==> src/source/msx_cart_pkg.sv <==
package msx_cart_pkg;

    // Width of the ROM size and of every ROM byte address.
    localparam int ROM_SIZE_W = 27;

    // ************************************************************************
    // Cartridge mapper types
    // ************************************************************************
    typedef enum logic [2:0] {
        MAPPER_UNUSED     = 3'd0,  // Plain ROM without bank switching.
        MAPPER_KONAMI     = 3'd1,
        MAPPER_KONAMI_SCC = 3'd2,
        MAPPER_ASCII8     = 3'd3,
        MAPPER_ASCII16    = 3'd4
    } mapper_typ_t;

    // Operation sent from the write decoder to the bank register file.
    typedef enum logic [1:0] {
        BANK_NONE  = 2'd0,
        BANK_SET8  = 2'd1,  // One 8 KB slot.
        BANK_SET16 = 2'd2   // A pair of 8 KB slots.
    } bank_op_t;

    // ************************************************************************
    // Bus structs
    // ************************************************************************
    typedef struct packed {
        logic [15:0] addr;
        logic [7:0]  data;
        logic        rd;
        logic        wr;
    } cpu_bus_t;

    typedef struct packed {
        bank_op_t   op;
        logic [1:0] index;
        logic [7:0] value;
    } bank_wr_t;

    // Bank numbers in 8 KB units for the slots at 0x4000, 0x6000, 0x8000 and 0xA000.
    typedef struct packed {
        logic [7:0] bank0;
        logic [7:0] bank1;
        logic [7:0] bank2;
        logic [7:0] bank3;
    } bank_set_t;

endpackage

==> src/source/mapper_detect.sv <==
`timescale 1ns/1ps

module mapper_detect (
    input  logic                                clk,
    input  logic                                rst,
    input  logic [7:0]                          data,
    input  logic                                wr,
    input  logic [msx_cart_pkg::ROM_SIZE_W-1:0] rom_size,
    output msx_cart_pkg::mapper_typ_t           mapper,
    output logic [3:0]                          offset
);
    import msx_cart_pkg::*;

    // Line of eight bytes that holds the second header at image offset 0x4000.
    localparam logic [ROM_SIZE_W-4:0] HEAD4_LINE = 'h800;

    logic [ROM_SIZE_W-1:0] load_addr;
    logic [7:0]            prev1;       // Byte before the current one.
    logic [7:0]            prev2;       // Two bytes before the current one.
    logic                  store_hit;
    logic signed [15:0]    asc8_cnt;
    logic signed [15:0]    asc16_cnt;
    logic signed [15:0]    kon_cnt;
    logic signed [15:0]    scc_cnt;
    logic signed [15:0]    kon_best;
    logic signed [15:0]    ascii_best;
    logic [7:0]            head0 [8];
    logic [7:0]            head4 [8];
    logic [15:0]           start0;
    logic [15:0]           start4;
    logic                  sig0;
    logic                  sig4;
    logic [3:0]            off_16k;
    logic [3:0]            off_32k;
    logic [3:0]            off_48k;

    // A "ld (nn),a" with a zero low address byte completes on the current byte.
    assign store_hit = prev2 == 8'h32 && prev1 == 8'h00;

    // ************************************************************************
    // Store pattern voting
    // ************************************************************************
    always_ff @(posedge clk) begin
        if (rst) begin
            load_addr <= '0;
            prev1     <= 8'h00;
            prev2     <= 8'h00;
            asc8_cnt  <= '0;
            asc16_cnt <= '0;
            kon_cnt   <= '0;
            scc_cnt   <= '0;
        end else if (wr) begin
            load_addr <= load_addr + 1'b1;
            prev2     <= prev1;
            prev1     <= data;
            if (store_hit) begin
                case (data)
                    8'h60, 8'h70: begin
                        asc8_cnt  <= asc8_cnt + 16'sd1;
                        asc16_cnt <= asc16_cnt + 16'sd1;
                    end
                    8'h68, 8'h78: begin  // Only ASCII8 has windows at odd 2 KB steps.
                        asc8_cnt  <= asc8_cnt + 16'sd1;
                        asc16_cnt <= asc16_cnt - 16'sd1;
                    end
                    default: ;
                endcase
                case (data)
                    8'h60, 8'h80, 8'hA0:        kon_cnt <= kon_cnt + 16'sd1;
                    8'h50, 8'h70, 8'h90, 8'hB0: scc_cnt <= scc_cnt + 16'sd1;
                    default: ;
                endcase
            end
        end
    end

    // The second header is cleared at the start of a load, so short images read zeros.
    always_ff @(posedge clk) begin
        if (wr) begin
            if (load_addr[ROM_SIZE_W-1:3] == '0) begin
                head0[load_addr[2:0]] <= data;
                head4[load_addr[2:0]] <= 8'h00;
            end else if (load_addr[ROM_SIZE_W-1:3] == HEAD4_LINE) begin
                head4[load_addr[2:0]] <= data;
            end
        end
    end

    assign kon_best   = kon_cnt > scc_cnt ? kon_cnt : scc_cnt;
    assign ascii_best = asc8_cnt > asc16_cnt ? asc8_cnt : asc16_cnt;

    always_comb begin
        if (rom_size < ROM_SIZE_W'(32'h10000)) begin
            mapper = MAPPER_UNUSED;
        end else if (kon_best >= ascii_best) begin
            mapper = scc_cnt > kon_cnt ? MAPPER_KONAMI_SCC : MAPPER_KONAMI;
        end else begin
            mapper = asc8_cnt > asc16_cnt ? MAPPER_ASCII8 : MAPPER_ASCII16;
        end
    end

    // ************************************************************************
    // Plain ROM placement from the "AB" header
    // ************************************************************************
    assign start0 = {head0[3], head0[2]};
    assign start4 = {head4[3], head4[2]};
    assign sig0   = head0[0] == "A" && head0[1] == "B";
    assign sig4   = head4[0] == "A" && head4[1] == "B";

    always_comb begin
        if (start0 == 16'h0000) begin
            off_16k = head0[5][7:6] != 2'b01 ? 4'h8 : 4'h4;
        end else begin
            off_16k = start0[15:14] == 2'b10 ? 4'h8 : 4'h4;
        end
        off_32k = 4'h4;
        if (!sig0 && sig4) begin
            if (start4 == 16'h0000) begin
                if (head4[5][7:6] == 2'b01) begin
                    off_32k = 4'h0;
                end
            end else if (start4 < 16'h8000 || start4 >= 16'hC000) begin
                off_32k = 4'h0;
            end
        end
        off_48k = (sig0 && !sig4) ? 4'h4 : 4'h0;
    end

    always_comb begin
        case (rom_size)
            ROM_SIZE_W'(32'h4000): offset = off_16k;
            ROM_SIZE_W'(32'h8000): offset = off_32k;
            ROM_SIZE_W'(32'hC000): offset = off_48k;
            default:               offset = 4'h0;
        endcase
    end

endmodule

==> src/source/cart_bank_decode.sv <==
`timescale 1ns/1ps

module cart_bank_decode (
    input  msx_cart_pkg::cpu_bus_t    cpu,
    input  msx_cart_pkg::mapper_typ_t mapper,
    output msx_cart_pkg::bank_wr_t    bank_wr
);
    import msx_cart_pkg::*;

    // Switching windows as address bits 15 to 11.
    localparam logic [4:0] WIN_5000 = 5'h0A;
    localparam logic [4:0] WIN_6000 = 5'h0C;
    localparam logic [4:0] WIN_6800 = 5'h0D;
    localparam logic [4:0] WIN_7000 = 5'h0E;
    localparam logic [4:0] WIN_7800 = 5'h0F;
    localparam logic [4:0] WIN_8000 = 5'h10;
    localparam logic [4:0] WIN_9000 = 5'h12;
    localparam logic [4:0] WIN_A000 = 5'h14;
    localparam logic [4:0] WIN_B000 = 5'h16;

    logic [4:0] win;
    bank_op_t   op;
    logic [1:0] index;

    assign win = cpu.addr[15:11];

    always_comb begin
        op    = BANK_NONE;
        index = 2'd0;
        if (cpu.wr) begin
            case (mapper)
                MAPPER_KONAMI: begin
                    op = BANK_SET8;
                    case (win)
                        WIN_6000: index = 2'd1;  // Slot 0 is fixed on this mapper.
                        WIN_8000: index = 2'd2;
                        WIN_A000: index = 2'd3;
                        default:  op = BANK_NONE;
                    endcase
                end
                MAPPER_KONAMI_SCC: begin
                    op = BANK_SET8;
                    case (win)
                        WIN_5000: index = 2'd0;
                        WIN_7000: index = 2'd1;
                        WIN_9000: index = 2'd2;
                        WIN_B000: index = 2'd3;
                        default:  op = BANK_NONE;
                    endcase
                end
                MAPPER_ASCII8: begin
                    op = BANK_SET8;
                    case (win)
                        WIN_6000: index = 2'd0;
                        WIN_6800: index = 2'd1;
                        WIN_7000: index = 2'd2;
                        WIN_7800: index = 2'd3;
                        default:  op = BANK_NONE;
                    endcase
                end
                MAPPER_ASCII16: begin
                    // Index selects the slot pair at 0x4000 or at 0x8000.
                    op = BANK_SET16;
                    case (win)
                        WIN_6000: index = 2'd0;
                        WIN_7000: index = 2'd1;
                        default:  op = BANK_NONE;
                    endcase
                end
                default: op = BANK_NONE;
            endcase
        end
    end

    assign bank_wr = '{op: op, index: index, value: cpu.data};

endmodule

==> src/source/cart_bank_regs.sv <==
`timescale 1ns/1ps

module cart_bank_regs (
    input  logic                   clk,
    input  logic                   rst,
    input  msx_cart_pkg::bank_wr_t bank_wr,
    output msx_cart_pkg::bank_set_t banks
);
    import msx_cart_pkg::*;

    logic [7:0] bank_q [4];
    logic [1:0] pair_lo;
    logic [1:0] pair_hi;

    assign pair_lo = {bank_wr.index[0], 1'b0};
    assign pair_hi = {bank_wr.index[0], 1'b1};

    always_ff @(posedge clk) begin
        if (rst) begin
            bank_q[0] <= 8'd0;
            bank_q[1] <= 8'd1;
            bank_q[2] <= 8'd2;
            bank_q[3] <= 8'd3;
        end else begin
            case (bank_wr.op)
                BANK_SET8: begin
                    bank_q[bank_wr.index] <= bank_wr.value;
                end
                BANK_SET16: begin
                    // A 16 KB bank n covers the 8 KB banks 2n and 2n+1.
                    bank_q[pair_lo] <= {bank_wr.value[6:0], 1'b0};
                    bank_q[pair_hi] <= {bank_wr.value[6:0], 1'b1};
                end
                default: ;
            endcase
        end
    end

    assign banks = '{
        bank0: bank_q[0],
        bank1: bank_q[1],
        bank2: bank_q[2],
        bank3: bank_q[3]
    };

endmodule

==> src/source/cart_read_map.sv <==
`timescale 1ns/1ps

module cart_read_map (
    input  logic                                clk,
    input  logic                                rst,
    input  msx_cart_pkg::cpu_bus_t              cpu,
    input  msx_cart_pkg::mapper_typ_t           mapper,
    input  logic [3:0]                          offset,
    input  logic [msx_cart_pkg::ROM_SIZE_W-1:0] rom_size,
    input  msx_cart_pkg::bank_set_t             banks,
    output logic [msx_cart_pkg::ROM_SIZE_W-1:0] rom_addr,
    output logic                                rom_valid
);
    import msx_cart_pkg::*;

    logic                  banked;
    logic                  in_window;
    logic [1:0]            slot;
    logic [7:0]            slot_bank;
    logic [ROM_SIZE_W-1:0] bank_addr;
    logic [15:0]           base;
    logic                  above_base;
    logic [ROM_SIZE_W-1:0] plain_addr;
    logic                  plain_ok;
    logic [ROM_SIZE_W-1:0] next_addr;
    logic                  next_valid;

    // ************************************************************************
    // Banked translation
    // ************************************************************************
    assign banked    = mapper != MAPPER_UNUSED;
    assign in_window = cpu.addr[15:14] == 2'b01 || cpu.addr[15:14] == 2'b10;
    assign slot      = 2'(cpu.addr[15:13] - 3'd2);  // 0x4000 is slot 0.

    always_comb begin
        case (slot)
            2'd0:    slot_bank = banks.bank0;
            2'd1:    slot_bank = banks.bank1;
            2'd2:    slot_bank = banks.bank2;
            default: slot_bank = banks.bank3;
        endcase
    end

    // Banked images are a power of two long, so the mask wraps large bank numbers.
    assign bank_addr = ROM_SIZE_W'({slot_bank, cpu.addr[12:0]}) & (rom_size - 1'b1);

    // ************************************************************************
    // Plain ROM translation
    // ************************************************************************
    assign base       = {offset, 12'h000};
    assign above_base = cpu.addr >= base;
    assign plain_addr = ROM_SIZE_W'(cpu.addr - base);
    assign plain_ok   = above_base && plain_addr < rom_size;

    always_comb begin
        if (banked) begin
            next_addr  = bank_addr;
            next_valid = in_window;
        end else begin
            next_addr  = plain_addr;
            next_valid = plain_ok;
        end
    end

    always_ff @(posedge clk) begin
        if (rst) begin
            rom_valid <= 1'b0;
        end else begin
            rom_valid <= cpu.rd && next_valid;  // High for one cycle per read.
        end
    end

    always_ff @(posedge clk) begin
        if (cpu.rd) begin
            rom_addr <= next_addr;
        end
    end

endmodule

==> src/source/msx_cart_top.sv <==
`timescale 1ns/1ps

module msx_cart_top (
    input  logic                                clk,
    input  logic                                rst,
    input  logic [7:0]                          load_data,
    input  logic                                load_wr,
    input  logic [msx_cart_pkg::ROM_SIZE_W-1:0] rom_size,
    input  msx_cart_pkg::cpu_bus_t              cpu,
    output msx_cart_pkg::mapper_typ_t           mapper,
    output logic [msx_cart_pkg::ROM_SIZE_W-1:0] rom_addr,
    output logic                                rom_valid
);
    import msx_cart_pkg::*;

    logic [3:0] offset;
    bank_wr_t   bank_wr;
    bank_set_t  banks;

    // Classifies the image while it streams in.
    mapper_detect i_mapper_detect (
        .clk      (clk),
        .rst      (rst),
        .data     (load_data),
        .wr       (load_wr),
        .rom_size (rom_size),
        .mapper   (mapper),
        .offset   (offset)
    );

    cart_bank_decode i_cart_bank_decode (
        .cpu     (cpu),
        .mapper  (mapper),
        .bank_wr (bank_wr)
    );

    cart_bank_regs i_cart_bank_regs (
        .clk     (clk),
        .rst     (rst),
        .bank_wr (bank_wr),
        .banks   (banks)
    );

    cart_read_map i_cart_read_map (
        .clk       (clk),
        .rst       (rst),
        .cpu       (cpu),
        .mapper    (mapper),
        .offset    (offset),
        .rom_size  (rom_size),
        .banks     (banks),
        .rom_addr  (rom_addr),
        .rom_valid (rom_valid)
    );

endmodule

==> config.mk <==
export PLATFORM = sky130hd
export DESIGN_NAME = msx_cart_top
export DESIGN_NICKNAME = d
export VERILOG_FILES = /design/src/source/msx_cart_pkg.sv /design/src/source/mapper_detect.sv /design/src/source/cart_bank_decode.sv /design/src/source/cart_bank_regs.sv /design/src/source/cart_read_map.sv /design/src/source/msx_cart_top.sv
export SDC_FILE = /design/constraint.sdc
export NUM_CORES = 1
export LEC_CHECK = 0
export ABC_AREA = 1
export BUFFER_PORTS_ARGS = -buffer_cell sky130_fd_sc_hd__buf_2
export CAP_MARGIN = 20
export CORE_UTILIZATION = 55
export CTS_BUF_LIST = sky130_fd_sc_hd__clkbuf_4 sky130_fd_sc_hd__clkbuf_8
export CTS_CLUSTER_SIZE = 25
export DETAILED_ROUTE_END_ITERATION = 7
export GPL_ROUTABILITY_DRIVEN = 0
export GPL_TIMING_DRIVEN = 0
export HOLD_SLACK_MARGIN = 0.08
export PLACE_DENSITY = 0.76
export SLEW_MARGIN = 20
export SYNTH_ARGS = -nofsm -noshare
export SYNTH_HDL_FRONTEND = slang
export SYNTH_SLANG_ARGS = --single-unit
==> constraint.sdc <==
create_clock -name clk -period 4.71 [get_ports clk]
set_input_delay 0 -clock clk [delete_from_list [all_inputs] [get_ports clk]]
set_output_delay 0 -clock clk [all_outputs]
set_load 0.01 [all_outputs]
==> impl_metrics.tcl <==
set metrics [dict create \
    hpwl_um 25400 \
    power_density_nw_per_um2 275 \
    met3_usage_pct 3.93 \
    post-route-min-period_ps 4460 \
    crit_family "simple AND/OR/NAND/NOR gates" \
    drtIter0Drc 1201 \
    report.final.setup_viol 0 \
    skew_ps 52.8 \
    grt_pass1_wl_um 58200 \
    ys_warn_count 0 \
    hold_path_end "i_cart_bank_regs.bank_q[0][0]" \
    finalHoldViolations 0 \
    worstMarginPinSlew_ps 1070 \
    grt_pass1_vias 12000 \
    cp_common_cell "nand2_1" \
    grt_usage_pct 28.1 \
    area_growth_pct 19.8 \
    r2r_slack_ps 250 \
    drive_gt1_share_pct 15.3 \
    cp-end-kind "flop" \
    fin_tns_setup_ps 0 \
    clk_root_buffer_cell "clkbuf_8" \
    die_y_um 159 \
    final_cell_area_um2 16300 \
    power_w 0.00447 \
    overflow 0 \
    io_pins 95 \
    diodes 0 \
    hp-class "input port to flop" \
    core_um2 24200 \
    postRouteAntennaNets 0 \
    pwr-share-comb_pct 7.9 \
    die_area_um2 25300 \
    dr_total_vias 12700 \
    initial_utilization_pct 56.0 \
    finalNetCount 2055 \
    dpl_cell_area_um2 14500 \
    setup_ws_ps 252 \
    switchingPower_w 0.00113 \
    fillers 1931 \
    arrival_ps 4740 \
    drv_cap 0 \
    final-max-slew-violation-count 0 \
    synth_edf_count 118 \
    worstSetupPathType "flop to flop" \
    reg2regPathDepth 28 \
    path_buf_inv 3 \
    synth_seq_cells 230 \
    crit_path_max_incr_delay_ps 460 \
    fp-row-count 57 \
    postSynthAreaPerCell_um2 8.09 \
    grt_use_met2_pct 48.2 \
    switching_share_pct 25.3 \
    syn_nets 1841 \
    wl_per_cell_um 16.0 \
    viasPerCell 5.63 \
    detail_route.wirelength_um 36000 \
    slew_headroom_pct 28.4 \
    grt_max_degree 24 \
    tritoncts "done" \
    crit_fanout 10 \
    clk_pin_slew_worst_paths_ps 70 \
    cts_sinks 230 \
    cts-buffers-inserted 40 \
    leakage_nw 6.83 \
    top_usage_layer "met2" \
    p_int_w 0.00334 \
    firstDrtPassIters 6 \
    peakVddDrop_mv 0.197 \
    p_seq_share_pct 48.8 \
    portBuffers 92 \
    htree_levels 2 \
    antenna_found_initial 0 \
    status "completed" \
    synth_flop_cell "edfxtp_1" \
    rr_endpoint "i_cart_bank_regs.bank_q[0][7]" \
    power_frac_clock_pct 43.4 \
    fin_crit_sh_pct 94.7 \
    placed_cells 2097 \
    synth.cell_area_um2 13600 \
    cts_buffer_depth 3 \
    clk_latency_ps 580 \
    pre_cts_slack_ps -419 \
    cp.depth 28 \
    drc_errors 0 \
    cp_data_required_time_ps 4990 \
    yosys.cell_types.count 59 \
    seq_area_frac_synth_pct 42.6 \
    async_reset_ff_share_pct 0 \
    clock.fmax_mhz 224 \
    hp-start "rst" \
    syn_inst 1680 \
    grt_use_met1_pct 36.4 \
    hold_depth 7 \
    timing.rr.start "i_mapper_detect.kon_cnt[11]" \
    final_cells 2249 \
    dieWidth_um 159 \
    startpoint_type "flop" \
    slowest_stage "dfxtp_1" \
]
metrics by stage:
step,utilization (%),hold slack [ps]
finish,67.1,107
detailed placement,59.7,288
global placement,59.6,297
floorplan,-,98.9
global route,67.1,169
CTS,66.1,93.3
power groups by stage:
stage / registers [W] / logic (W) / clock network (W)
6_report: 0.00218 / 0.000353 / 0.00194
3_5_place_dp: 0.00222 / 0.000293 / 0
2_1_floorplan: 0.00223 / 0.000163 / 0
5_1_grt: 0.00219 / 0.000387 / 0.00204
3_3_place_gp: 0.00222 / 0.000285 / 0
4_1_cts: 0.00218 / 0.000337 / 0.00195
sequential cells by signal, summed over array words and instances (netlist names):
register / flops
i_mapper_detect.prev1: 8
i_mapper_detect.load_addr: 27
i_cart_read_map.rom_addr: 22
i_mapper_detect.scc_cnt: 16
i_mapper_detect.prev2: 8
i_mapper_detect.head0: 34
i_mapper_detect.asc8_cnt: 16
i_mapper_detect.head4: 34
i_cart_bank_regs.bank_q: 32
i_cart_read_map.rom_valid: 1
i_mapper_detect.kon_cnt: 16
i_mapper_detect.asc16_cnt: 16
worst max path at each step:
| stage | from | end | slack (ps) |
|---|---|---|---|
| finish | i_mapper_detect.kon_cnt[11] | i_cart_bank_regs.bank_q[0][7] | 250 |
| global route | i_mapper_detect.asc16_cnt[5] | i_cart_bank_regs.bank_q[3][7] | -60 |
| CTS | i_mapper_detect.scc_cnt[15] | i_cart_bank_regs.bank_q[2][7] | 20 |
| detailed placement | i_mapper_detect.scc_cnt[11] | i_cart_bank_regs.bank_q[2][4] | -420 |
| global placement | i_mapper_detect.scc_cnt[15] | i_cart_bank_regs.bank_q[2][6] | -410 |
| floorplan | i_mapper_detect.scc_cnt[11] | i_cart_bank_regs.bank_q[1][1] | 680 |
layout make-up:
type                            instances  area (um^2)  area share, %
Clock buffer                           55          701           4.31
Clock inverter                         18          146          0.899
Inverter                              261          988           6.07
Timing Repair Buffer                  172         1220           7.51
Buffer                                 42          223           1.37
Tap cell                              324          405           2.49
Sequential cell                       230         5800           35.6
Multi-Input combinational cell       1147         6790           41.7
synthesized netlist by cell type (6+ instances only):
cell type / number / share of area (%)
nor3_1: 48 / 1.8
dfxtp_1: 112 / 17
a221oi_1: 6 / 0.39
nand4_1: 41 / 1.9
o21ai_1: 8 / 0.29
a21boi_0: 7 / 0.39
edfxtp_1: 118 / 26
o211ai_1: 7 / 0.39
nand2_1: 279 / 7.7
ha_1: 95 / 8.7
nor3_2: 6 / 0.44
clkbuf_1: 31 / 0.86
nor2_2: 14 / 0.64
a21oi_1: 151 / 5.6
inv_1: 253 / 7.0
buf_4: 6 / 0.33
o21a_1: 10 / 0.55
o21ai_0: 131 / 4.8
o22ai_1: 13 / 0.60
xor2_1: 25 / 1.6
nand3_1: 60 / 2.2
o31ai_1: 8 / 0.44
nor2_1: 130 / 3.6
nand3_2: 6 / 0.44
nor4_1: 36 / 1.7
inv_2: 7 / 0.19
routing by layer:
layer | vias up | part of all wire (%) | wire length [um]
li1 | 6204 | - | -
met1 | 5822 | 42 | 15200
met2 | 534 | 48 | 17200
met3 | 106 | 6.7 | 2420
met4 | 0 | 3.1 | 1110
met5 | - | 0 | 0
cells in the final DEF (no fill, tap or decap), types with 16 or more instances in the layout:
master and n:
nand2_1 274, inv_1 248, a21oi_1 148, o21ai_0 130, nor2_1 125, edfxtp_1 118, dfxtp_1 99, buf_2 95
ha_1 94, dlygate4sd3_1 64, nand3_1 56, clkbuf_8 46, nor3_1 44, nand4_1 41, nor4_1 34, clkbuf_1 25
xor2_1 25, buf_4 21, nor2_2 16
kinds of logic (layout without fill, tap and decap cells):
family | after synthesis | count (layout) | share of synthesized area, %
AOI/OAI and AO/OA | 368 | 368 | 15.0
xor gates and xnor gates | 28 | 28 | 1.81
adders and majority gates | 97 | 97 | 9.04
buffers and inverters | 303 | 548 | 8.70
DFF | 230 | 230 | 42.6
and+or+nand+nor | 654 | 654 | 22.8
repair_timing:
| item | 4_1_cts | 5_1_grt |
|---|---|---|
| gates resized for setup | 13 | 60 |
| gates cloned | 0 | 1 |
| hold buffers | 64 | 0 |
| pin swaps | 1 | 14 |
| hold endpoints to repair | 168 | 0 |
| endpoints found under the setup margin | 63 | 64 |
| setup buffers | 5 | 9 |
worst reg2reg max path, delay by kind of cell (launching register included):
family	cells	cell delay (ps)
AND/OR/NAND/NOR	20	2250
buffers and inverters	3	400
adder cells (fa/ha/maj)	2	640
AO/OA/AOI/OAI	3	450
flip-flops	1	460
Power figures use the tool's default switching activity.
